## src/hw/game_pkg.sv

```systemverilog
`default_nettype none

package game_pkg;

   // ------------------------------------------------------------
   // Move and sequence sizes
   // ------------------------------------------------------------

   // One bit per LED and per button
   localparam int move_width = 4;

   // Moves in a complete game
   localparam int seq_len = 16;

   typedef logic [move_width-1:0] move_t;

   // Move index, round number and memory address
   typedef logic [$clog2(seq_len)-1:0] index_t;

   // Preset first entry, lowest LED only
   localparam move_t first_move = move_t'(1);

   // ------------------------------------------------------------
   // Controller states
   // ------------------------------------------------------------

   typedef enum logic [3:0] {
      idle,
      init,
      show,
      round_start,
      wait_move,
      check_move,
      next_move,
      last_move,
      wait_new,
      store_new,
      next_round,
      won,
      lost_error,
      lost_timeout
   } state_t;

endpackage

`default_nettype wire

```

## src/hw/phase_timer.sv

```systemverilog
`timescale 1ns/1ns
`default_nettype none

module phase_timer #(
   parameter int limit = 2000
) (
   input  wire  clock,
   input  wire  reset,
   input  wire  clear,
   input  wire  run,
   output logic done
);

   localparam int width = $clog2(limit + 1);

   logic [width-1:0] count;

   // Counts while running, then parks at the limit
   always_ff @(posedge clock or posedge reset) begin
      if (reset) begin
         count <= '0;
      end else if (clear) begin
         count <= '0;
      end else if (run && (count != width'(limit))) begin
         count <= count + 1'b1;
      end
   end

   assign done = run && (count == width'(limit));

endmodule

`default_nettype wire

```

## src/hw/sequence_memory.sv

```systemverilog
`timescale 1ns/1ns
`default_nettype none

module sequence_memory (
   input  wire                   clock,
   input  wire                   reset,
   input  wire                   write_new,
   input  wire game_pkg::index_t address,
   input  wire game_pkg::move_t  data,
   output game_pkg::move_t       expected
);

   game_pkg::move_t  mem [game_pkg::seq_len];
   game_pkg::index_t read_address;

   // Entry 0 preset, later entries filled one per round
   always_ff @(posedge clock or posedge reset) begin
      if (reset) begin
         for (int i = 0; i < game_pkg::seq_len; i++) begin
            mem[i] <= (i == 0) ? game_pkg::first_move : '0;
         end
      end else if (write_new) begin
         mem[address] <= data;
      end
   end

   always_ff @(posedge clock or posedge reset) begin
      if (reset) begin
         read_address <= '0;
      end else begin
         read_address <= address;
      end
   end

   // Data one cycle behind the address
   assign expected = mem[read_address];

endmodule

`default_nettype wire

```

## src/hw/round_tracker.sv

```systemverilog
`timescale 1ns/1ns
`default_nettype none

module round_tracker (
   input  wire               clock,
   input  wire               reset,
   input  wire               clear_move,
   input  wire               count_move,
   input  wire               clear_round,
   input  wire               count_round,
   output game_pkg::index_t  move_index,
   output logic              end_of_round,
   output logic              end_of_game
);

   game_pkg::index_t round;

   // ------------------------------------------------------------
   // Counters
   // ------------------------------------------------------------

   // Position inside the current round, also the memory address
   always_ff @(posedge clock or posedge reset) begin
      if (reset) begin
         move_index <= '0;
      end else if (clear_move) begin
         move_index <= '0;
      end else if (count_move) begin
         move_index <= move_index + 1'b1;
      end
   end

   // Index of the last move to repeat this round
   always_ff @(posedge clock or posedge reset) begin
      if (reset) begin
         round <= '0;
      end else if (clear_round) begin
         round <= '0;
      end else if (count_round) begin
         round <= round + 1'b1;
      end
   end

   // ------------------------------------------------------------
   // Flags
   // ------------------------------------------------------------

   assign end_of_round = (move_index == round);

   // Final round repeats the whole sequence
   assign end_of_game  = (round == game_pkg::index_t'(game_pkg::seq_len - 1));

endmodule

`default_nettype wire

```

## src/hw/player_port.sv

```systemverilog
`timescale 1ns/1ns
`default_nettype none

module player_port (
   input  wire                  clock,
   input  wire                  reset,
   input  wire game_pkg::move_t buttons,
   input  wire                  move_req,
   input  wire                  accept,
   input  wire                  clear_move_reg,
   input  wire                  show,
   input  wire game_pkg::move_t expected,
   output logic                 move_ack,
   output logic                 captured,
   output logic                 match,
   output game_pkg::move_t      move,
   output game_pkg::move_t      leds
);

   // ------------------------------------------------------------
   // Four-phase handshake
   // ------------------------------------------------------------

   // New request, not yet acknowledged, controller ready
   assign captured = move_req && !move_ack && accept;

   always_ff @(posedge clock or posedge reset) begin
      if (reset) begin
         move_ack <= 1'b0;
      end else if (captured) begin
         move_ack <= 1'b1;
      end else if (move_ack && !move_req) begin
         move_ack <= 1'b0;
      end
   end

   // Latched move, buttons are stable while req is up
   always_ff @(posedge clock) begin
      if (clear_move_reg) begin
         move <= '0;
      end else if (captured) begin
         move <= buttons;
      end
   end

   // ------------------------------------------------------------
   // Compare and display
   // ------------------------------------------------------------

   assign match = (move == expected);

   // Stored move shown during the show phase, buttons otherwise
   assign leds = show ? expected : buttons;

   // Pending request keeps req and buttons steady until taken
   assert property (@(posedge clock) disable iff (reset)
      $past(move_req && !move_ack && !accept) |-> move_req && $stable(buttons));

endmodule

`default_nettype wire

```

## src/hw/game_control.sv

```systemverilog
`timescale 1ns/1ns
`default_nettype none

module game_control (
   input  wire  clock,
   input  wire  reset,
   input  wire  start,
   input  wire  captured,
   input  wire  match,
   input  wire  end_of_round,
   input  wire  end_of_game,
   input  wire  timeout,
   input  wire  show_done,
   output logic accept,
   output logic clear_move_reg,
   output logic clear_move,
   output logic count_move,
   output logic clear_round,
   output logic count_round,
   output logic write_new,
   output logic clear_timeout,
   output logic run_timeout,
   output logic clear_show,
   output logic show,
   output logic won,
   output logic lost,
   output logic done
);

   game_pkg::state_t state;
   game_pkg::state_t state_next;

   // ------------------------------------------------------------
   // State register
   // ------------------------------------------------------------

   always_ff @(posedge clock or posedge reset) begin
      if (reset) begin
         state <= game_pkg::idle;
      end else begin
         state <= state_next;
      end
   end

   // ------------------------------------------------------------
   // Next state
   // ------------------------------------------------------------

   always_comb begin
      state_next = state;
      case (state)
         game_pkg::idle: begin
            if (start) state_next = game_pkg::init;
         end
         game_pkg::init: begin
            state_next = game_pkg::show;
         end
         game_pkg::show: begin
            if (show_done) state_next = game_pkg::round_start;
         end
         game_pkg::round_start: begin
            state_next = game_pkg::wait_move;
         end
         // Timeout wins over a move arriving in the same cycle
         game_pkg::wait_move: begin
            if (timeout) begin
               state_next = game_pkg::lost_timeout;
            end else if (captured) begin
               state_next = game_pkg::check_move;
            end
         end
         game_pkg::check_move: begin
            if (!match) begin
               state_next = game_pkg::lost_error;
            end else if (end_of_round) begin
               state_next = game_pkg::last_move;
            end else begin
               state_next = game_pkg::next_move;
            end
         end
         game_pkg::next_move: begin
            state_next = game_pkg::wait_move;
         end
         game_pkg::last_move: begin
            if (end_of_game) begin
               state_next = game_pkg::won;
            end else begin
               state_next = game_pkg::wait_new;
            end
         end
         game_pkg::wait_new: begin
            if (timeout) begin
               state_next = game_pkg::lost_timeout;
            end else if (captured) begin
               state_next = game_pkg::store_new;
            end
         end
         game_pkg::store_new: begin
            state_next = game_pkg::next_round;
         end
         game_pkg::next_round: begin
            state_next = game_pkg::round_start;
         end
         game_pkg::won, game_pkg::lost_error, game_pkg::lost_timeout: begin
            if (start) state_next = game_pkg::init;
         end
         default: begin
            state_next = game_pkg::idle;
         end
      endcase
   end

   // ------------------------------------------------------------
   // Moore outputs
   // ------------------------------------------------------------

   // End states park the index at entry 0 so the next show starts there
   assign clear_move     = (state == game_pkg::idle) || (state == game_pkg::init) ||
                           (state == game_pkg::round_start) || done;
   assign count_move     = (state == game_pkg::next_move) || (state == game_pkg::store_new);
   assign clear_round    = (state == game_pkg::idle) || (state == game_pkg::init);
   assign count_round    = (state == game_pkg::next_round);
   assign clear_move_reg = (state == game_pkg::idle) || (state == game_pkg::init);

   // New move goes in at the index already advanced by store_new
   assign write_new      = (state == game_pkg::next_round);

   // Player input only taken while waiting
   assign accept         = (state == game_pkg::wait_move) || (state == game_pkg::wait_new);
   assign run_timeout    = accept;
   assign clear_timeout  = !accept;

   assign clear_show     = (state == game_pkg::idle) || (state == game_pkg::init);
   assign show           = (state == game_pkg::show);

   // Results held until the next start
   assign won            = (state == game_pkg::won);
   assign lost           = (state == game_pkg::lost_error) ||
                           (state == game_pkg::lost_timeout);
   assign done           = won || lost;

   // ------------------------------------------------------------
   // Checks
   // ------------------------------------------------------------

   assert property (@(posedge clock) disable iff (reset)
      $past(done && !start) |-> $stable(won) && $stable(lost));

   assert property (@(posedge clock) disable iff (reset)
      write_new |-> $past(state == game_pkg::store_new));

endmodule

`default_nettype wire

```

## src/hw/game_top.sv

```systemverilog
`timescale 1ns/1ns
`default_nettype none

module game_top #(
   parameter int timeout_cycles = 5000,
   parameter int show_cycles    = 2000
) (
   input  wire                  clock,
   input  wire                  reset,
   input  wire                  start,
   input  wire game_pkg::move_t buttons,
   input  wire                  move_req,
   output logic                 move_ack,
   output game_pkg::move_t      leds,
   output logic                 won,
   output logic                 lost,
   output logic                 done
);

   // Controller to datapath
   logic accept;
   logic clear_move_reg;
   logic clear_move;
   logic count_move;
   logic clear_round;
   logic count_round;
   logic write_new;
   logic clear_timeout;
   logic run_timeout;
   logic clear_show;
   logic show;

   // Datapath to controller
   logic captured;
   logic match;
   logic end_of_round;
   logic end_of_game;
   logic timeout;
   logic show_done;

   game_pkg::index_t move_index;
   game_pkg::move_t  expected;
   game_pkg::move_t  move;

   game_control i_game_control (
      .clock          (clock),
      .reset          (reset),
      .start          (start),
      .captured       (captured),
      .match          (match),
      .end_of_round   (end_of_round),
      .end_of_game    (end_of_game),
      .timeout        (timeout),
      .show_done      (show_done),
      .accept         (accept),
      .clear_move_reg (clear_move_reg),
      .clear_move     (clear_move),
      .count_move     (count_move),
      .clear_round    (clear_round),
      .count_round    (count_round),
      .write_new      (write_new),
      .clear_timeout  (clear_timeout),
      .run_timeout    (run_timeout),
      .clear_show     (clear_show),
      .show           (show),
      .won            (won),
      .lost           (lost),
      .done           (done)
   );

   player_port i_player_port (
      .clock          (clock),
      .reset          (reset),
      .buttons        (buttons),
      .move_req       (move_req),
      .accept         (accept),
      .clear_move_reg (clear_move_reg),
      .show           (show),
      .expected       (expected),
      .move_ack       (move_ack),
      .captured       (captured),
      .match          (match),
      .move           (move),
      .leds           (leds)
   );

   round_tracker i_round_tracker (
      .clock        (clock),
      .reset        (reset),
      .clear_move   (clear_move),
      .count_move   (count_move),
      .clear_round  (clear_round),
      .count_round  (count_round),
      .move_index   (move_index),
      .end_of_round (end_of_round),
      .end_of_game  (end_of_game)
   );

   sequence_memory i_sequence_memory (
      .clock     (clock),
      .reset     (reset),
      .write_new (write_new),
      .address   (move_index),
      .data      (move),
      .expected  (expected)
   );

   // Player inactivity limit
   phase_timer #(
      .limit (timeout_cycles)
   ) timeout_timer (
      .clock (clock),
      .reset (reset),
      .clear (clear_timeout),
      .run   (run_timeout),
      .done  (timeout)
   );

   // Display time of the first move
   phase_timer #(
      .limit (show_cycles)
   ) show_timer (
      .clock (clock),
      .reset (reset),
      .clear (clear_show),
      .run   (show),
      .done  (show_done)
   );

endmodule

`default_nettype wire

```

## config.mk

```make
export PLATFORM = sky130hd
export DESIGN_NAME = game_top
export DESIGN_NICKNAME = d
export VERILOG_FILES = /design/src/hw/game_pkg.sv /design/src/hw/phase_timer.sv /design/src/hw/sequence_memory.sv /design/src/hw/round_tracker.sv /design/src/hw/player_port.sv /design/src/hw/game_control.sv /design/src/hw/game_top.sv
export SDC_FILE = /design/constraint.sdc
export NUM_CORES = 1
export LEC_CHECK = 0
export BUFFER_PORTS_ARGS = -buffer_cell sky130_fd_sc_hd__clkbuf_2
export CAP_MARGIN = 25
export CORE_UTILIZATION = 47
export CTS_BUF_LIST = sky130_fd_sc_hd__clkbuf_16
export DETAILED_ROUTE_END_ITERATION = 12
export PLACE_DENSITY = 0.65
export SLEW_MARGIN = 10
export SYNTH_ARGS = -nofsm -noshare
export SYNTH_HDL_FRONTEND = slang
export SYNTH_HIERARCHICAL = 1
export SYNTH_SLANG_ARGS = --single-unit
```

## constraint.sdc

```tcl
create_clock -name clock -period 2.7 [get_ports clock]
set_clock_uncertainty 0.15 [all_clocks]
set_input_delay 0.54 -clock clock [delete_from_list [all_inputs] [get_ports clock]]
set_output_delay 0.54 -clock clock [all_outputs]
set_load 0.03 [all_outputs]
```

==> insert_results.sql <==
INSERT INTO impl_metrics (metric_group, metric, value, unit) VALUES
('run_status', 'run_status', 'finished with violations', ''),
('run_status', 'failed_checks', 'negative setup slack', ''),
('detailed_routing', 'wirelength', '11600', 'um'),
('die', 'core_region_area', '0.0120', 'mm2'),
('detailed_routing', 'drt-initial-drc-count', '333', ''),
('synthesis', 'synth_edf_count', '0', ''),
('clock_network', 'cts_sinks', '109', ''),
('detailed_routing', 'wire_per_inst', '17.3', 'um'),
('pwr', 'irDropWorstVdd', '0.359', 'mV'),
('detailed_routing', 'viasPerCell', '5.71', ''),
('die', 'start_util', '48.1', '%'),
('sta', 'fmaxAchievable', '337', 'MHz'),
('synthesis', 'fraction_of_the_yosys_area_taken_by_sequential_cells', '47.1', '%'),
('pwr', 'intPower', '3.44', 'mW'),
('global_route', 'grt_overflow', '0', ''),
('global_route', 'grt_pass1_vias', '4002', ''),
('sta', 'hold_viol', '0', ''),
('critical_path', 'setup.worst_path.end', 'leds[3]', ''),
('detailed_routing', 'firstDrtPassIters', '4', ''),
('place', 'globalplace.congestion', '0.847', ''),
('clock_network', 'tritoncts.num_buffers', '9', ''),
('synthesis', 'synthesis.nets', '504', ''),
('place', 'placed_cells_incl_taps', '656', ''),
('critical_path', 'setup.worst_path.start', 'i_sequence_memory/read_address[0]', ''),
('min_path', 'hold_path.class', 'in2reg', ''),
('critical_path', 'cp_data_arrival_time', '2.28', 'ns'),
('sta', 'final_min_period_over_clock_period', '110', '%'),
('sta', 'post-route-worst-setup-slack', '-0.267', 'ns'),
('detailed_routing', 'detail_route.drc_violations', '0', ''),
('pwr', 'netSwitchingPower', '1.66', 'mW'),
('synthesis', 'synth.cell_area', '0.00575', 'mm2'),
('critical_path', 'kind_of_capture_point_of_the_worst_setup_path', 'output port', ''),
('synthesis', 'yosys-mux-area-fraction', '22.2', '%'),
('die', 'top_level_ports', '16', ''),
('global_route', 'largest_net_degree_at_the_start_of_global_routing', '35', ''),
('pwr', 'power.share.switching', '32.6', '%'),
('critical_path', 'type_of_element_launching_the_critical_path', 'register', ''),
('synthesis', 'synth_area_per_cell', '11.7', 'um2'),
('pwr', 'p_seq_share', '38.1', '%'),
('synthesis', 'post_synth_and_or_nand_nor_area_fraction', '17.7', '%'),
('die', 'rows', '40', ''),
('synthesis', 'synth.distinct_cells', '60', ''),
('layout', 'antenna-diode-count', '0', ''),
('critical_path', 'setup.worst_path.class', 'reg2out', ''),
('synthesis', 'ys_seq_elements', '109', ''),
('clock_network', 'tritoncts_clock_tree', 'built', ''),
('clock_network', 'cts_h_tree_depth', '3', ''),
('clock_network', 'clkSlewWorstSetupHoldPaths', '0.07', 'ns'),
('detailed_routing', 'drtAntennaViolNets', '0', ''),
('synthesis', 'synth_top_family_by_area', 'multiplexers', ''),
('critical_path', 'regToRegStartpoint', 'i_sequence_memory/read_address[0]', ''),
('die', 'overall_die_area', '0.0127', 'mm2'),
('critical_path', 'worst-r2r-cell-count', '11', ''),
('die', 'die_height', '113', 'um'),
('synthesis', 'post_synth_fa_ha_maj_area_fraction', '1.31', '%'),
('sta', 'maxSlewHeadroom', '64.2', '%'),
('place', 'dpl.hpwl', '8320', 'um'),
('sta', 'worst-slew-pin-transition', '0.534', 'ns'),
('detailed_routing', 'vias', '3852', ''),
('sta', 'period_minus_slack', '2.97', 'ns'),
('global_route', 'antenna_found_initial', '0', ''),
('sta', 'setup_viol', '7', ''),
('synthesis', 'yosys_most_used_dff', 'sky130_fd_sc_hd__dfrtp_1', ''),
('clock_network', 'cts_root_buffer', 'sky130_fd_sc_hd__clkbuf_16', ''),
('pwr', 'pwr_density_cell', '766', 'mW/mm2'),
('synthesis', 'yosys.area_share.xor_xnor', '3.35', '%'),
('layout', 'final_cells', '675', ''),
('run', 'cap_violations', '0', ''),
('critical_path', 'crit-reg2reg-capture', 'i_game_control/state[3]', ''),
('critical_path', 'worst-path-max-fanout', '5', ''),
('pwr', 'p_clk_share', '29.5', '%');
placed cells by master, fill, tap and decap left out, types with 10 or more instances in the layout:
master                     Yosys  final
sky130_fd_sc_hd__xor2_1       16     15
sky130_fd_sc_hd__a21oi_1      15     14
sky130_fd_sc_hd__clkbuf_2      0     11
sky130_fd_sc_hd__nand3_1      21     16
sky130_fd_sc_hd__mux4_2       16     16
sky130_fd_sc_hd__nor2_1       35     35
sky130_fd_sc_hd__dfrtp_1     104    104
sky130_fd_sc_hd__mux2_2       69     65
sky130_fd_sc_hd__inv_1        17     16
sky130_fd_sc_hd__nand2_1      19     17
sky130_fd_sc_hd__nand4_1      13     13
sky130_fd_sc_hd__nor2b_1      11     10
sky130_fd_sc_hd__buf_4         5     20
sky130_fd_sc_hd__nand2b_1     16     16
power groups by stage:
stage / clock network, mW / registers (mW) / logic, mW
after floorplan: 0 / 1.92 / 1.06
after global placement: 0 / 1.96 / 1.43
after detailed placement: 0 / 1.96 / 1.47
after CTS: 1.54 / 1.94 / 1.61
after global routing: 1.59 / 1.97 / 1.80
final: 1.51 / 1.94 / 1.65
Yosys cell counts, types with 2 or more instances:
cell	number	share of area (%)
sky130_fd_sc_hd__a21oi_1	15	1.3
sky130_fd_sc_hd__o22ai_1	2	0.22
sky130_fd_sc_hd__o21ai_0	7	0.61
sky130_fd_sc_hd__and4_1	2	0.30
sky130_fd_sc_hd__a22oi_1	5	0.65
sky130_fd_sc_hd__or4_1	5	0.65
sky130_fd_sc_hd__or4b_4	2	0.48
sky130_fd_sc_hd__nor4_1	6	0.65
sky130_fd_sc_hd__o31ai_1	3	0.39
sky130_fd_sc_hd__nor3_2	2	0.35
sky130_fd_sc_hd__or3_1	5	0.54
sky130_fd_sc_hd__mux4_2	16	6.3
sky130_fd_sc_hd__mux2i_1	7	1.2
sky130_fd_sc_hd__mux2_2	69	14
sky130_fd_sc_hd__and3_1	3	0.33
sky130_fd_sc_hd__nand2b_1	16	1.7
sky130_fd_sc_hd__buf_4	5	0.65
sky130_fd_sc_hd__buf_6	2	0.39
sky130_fd_sc_hd__and2_1	3	0.33
sky130_fd_sc_hd__xnor2_1	6	0.91
sky130_fd_sc_hd__clkbuf_1	10	0.65
sky130_fd_sc_hd__nor3b_1	5	0.65
sky130_fd_sc_hd__xor2_1	16	2.4
sky130_fd_sc_hd__a31oi_1	2	0.22
sky130_fd_sc_hd__dfrtp_1	104	45
sky130_fd_sc_hd__nor2b_1	11	1.2
sky130_fd_sc_hd__a21bo_2	2	0.35
sky130_fd_sc_hd__nor4_2	2	0.43
sky130_fd_sc_hd__nand3b_1	6	0.78
sky130_fd_sc_hd__nor2_1	35	2.3
sky130_fd_sc_hd__buf_2	7	0.61
sky130_fd_sc_hd__nand4_1	13	1.4
sky130_fd_sc_hd__nor3_1	4	0.35
sky130_fd_sc_hd__dfxtp_1	4	1.4
sky130_fd_sc_hd__nand2_1	19	1.2
sky130_fd_sc_hd__mux2_4	4	1.0
sky130_fd_sc_hd__nand3_1	21	1.8
sky130_fd_sc_hd__inv_1	17	1.1
sky130_fd_sc_hd__ha_1	6	1.3
cell families (layout without fill, tap and decap cells):
| logic type | count (synthesis) | after routing |
|---|---|---|
| AND/OR/NAND/NOR | 172 | 172 |
| flip-flops | 109 | 109 |
| multiplexers | 97 | 97 |
| AO/OA/AOI/OAI | 43 | 43 |
| buffers and inverters | 41 | 79 |
| XOR/XNOR | 22 | 22 |
| adder cells (fa/ha/maj) | 6 | 6 |
critical path: stages (launching register included):
cell	delay, ns
sky130_fd_sc_hd__dfrtp_1	0.39
sky130_fd_sc_hd__buf_6	0.15
sky130_fd_sc_hd__mux4_2	0.51
sky130_fd_sc_hd__a22oi_2	0.22
sky130_fd_sc_hd__nand3_2	0.12
sky130_fd_sc_hd__buf_6	0.14
sky130_fd_sc_hd__mux2_4	0.26
sky130_fd_sc_hd__buf_8	0.14
worst min-delay path by stage:
stage                         startpoint                        end  depth (start not counted)
2_1_floorplan                      reset     i_player_port/move_ack                          1
3_3_place_gp                       reset     i_player_port/move_ack                          2
3_5_place_dp   i_sequence_memory/mem[31]  i_sequence_memory/mem[31]                          1
4_1_cts                         move_req     i_player_port/move_ack                          2
5_1_grt                         move_req     i_player_port/move_ack                          2
6_report                        move_req     i_player_port/move_ack                          2
timing repair:
action | in CTS | in global routing
setup endpoints to repair | 7 | 7
hold buffers | 1 | 0
pin swaps | 11 | 4
gates resized for setup | 35 | 7
endpoints found under the hold margin | 1 | 0
setup buffers | 1 | 1
stage by stage:
step / total power, mW / util, % / setup slack (ns) / hold slack (ns) / area, um2
2_1_floorplan: 2.98 / - / 0.0235 / 0.119 / 5760
3_3_place_gp: 3.40 / 51.2 / -0.154 / 0.330 / 6120
3_5_place_dp: 3.43 / 51.2 / -0.200 / 0.340 / 6120
4_1_cts: 5.09 / 55.5 / -0.298 / 0.248 / 6640
5_1_grt: 5.36 / 55.7 / -0.338 / 0.269 / 6660
6_report: 5.10 / 55.7 / -0.267 / 0.258 / 6660
sequential cells by signal (all words and copies together), names as in the netlist:
| signal | flops |
|---|---|
| i_game_control/state | 4 |
| i_player_port/move | 4 |
| i_player_port/move_ack | 1 |
| i_round_tracker/move_index | 4 |
| i_round_tracker/round | 4 |
| i_sequence_memory/mem | 64 |
| i_sequence_memory/read_address | 4 |
| show_timer/count | 11 |
| timeout_timer/count | 13 |
routing by layer:
metal  wire [um]  global-route usage, %  part of all wire, %
met5           0                      0                    0
met4         218                   6.84                  1.9
met3         320                   3.83                  2.7
met2        5880                   34.1                   50
met1        5230                   25.6                   45
cell type report:
class	count	area, um2
clock buffers	9	225
fillers	977	5300
well taps	147	184
clock inverters	7	121
multi-input cells	340	2950
flip-flops and latches	109	2710
repair buffers	46	405
inverters	17	63.8
No activity file was read; power rests on OpenSTA's default activity.
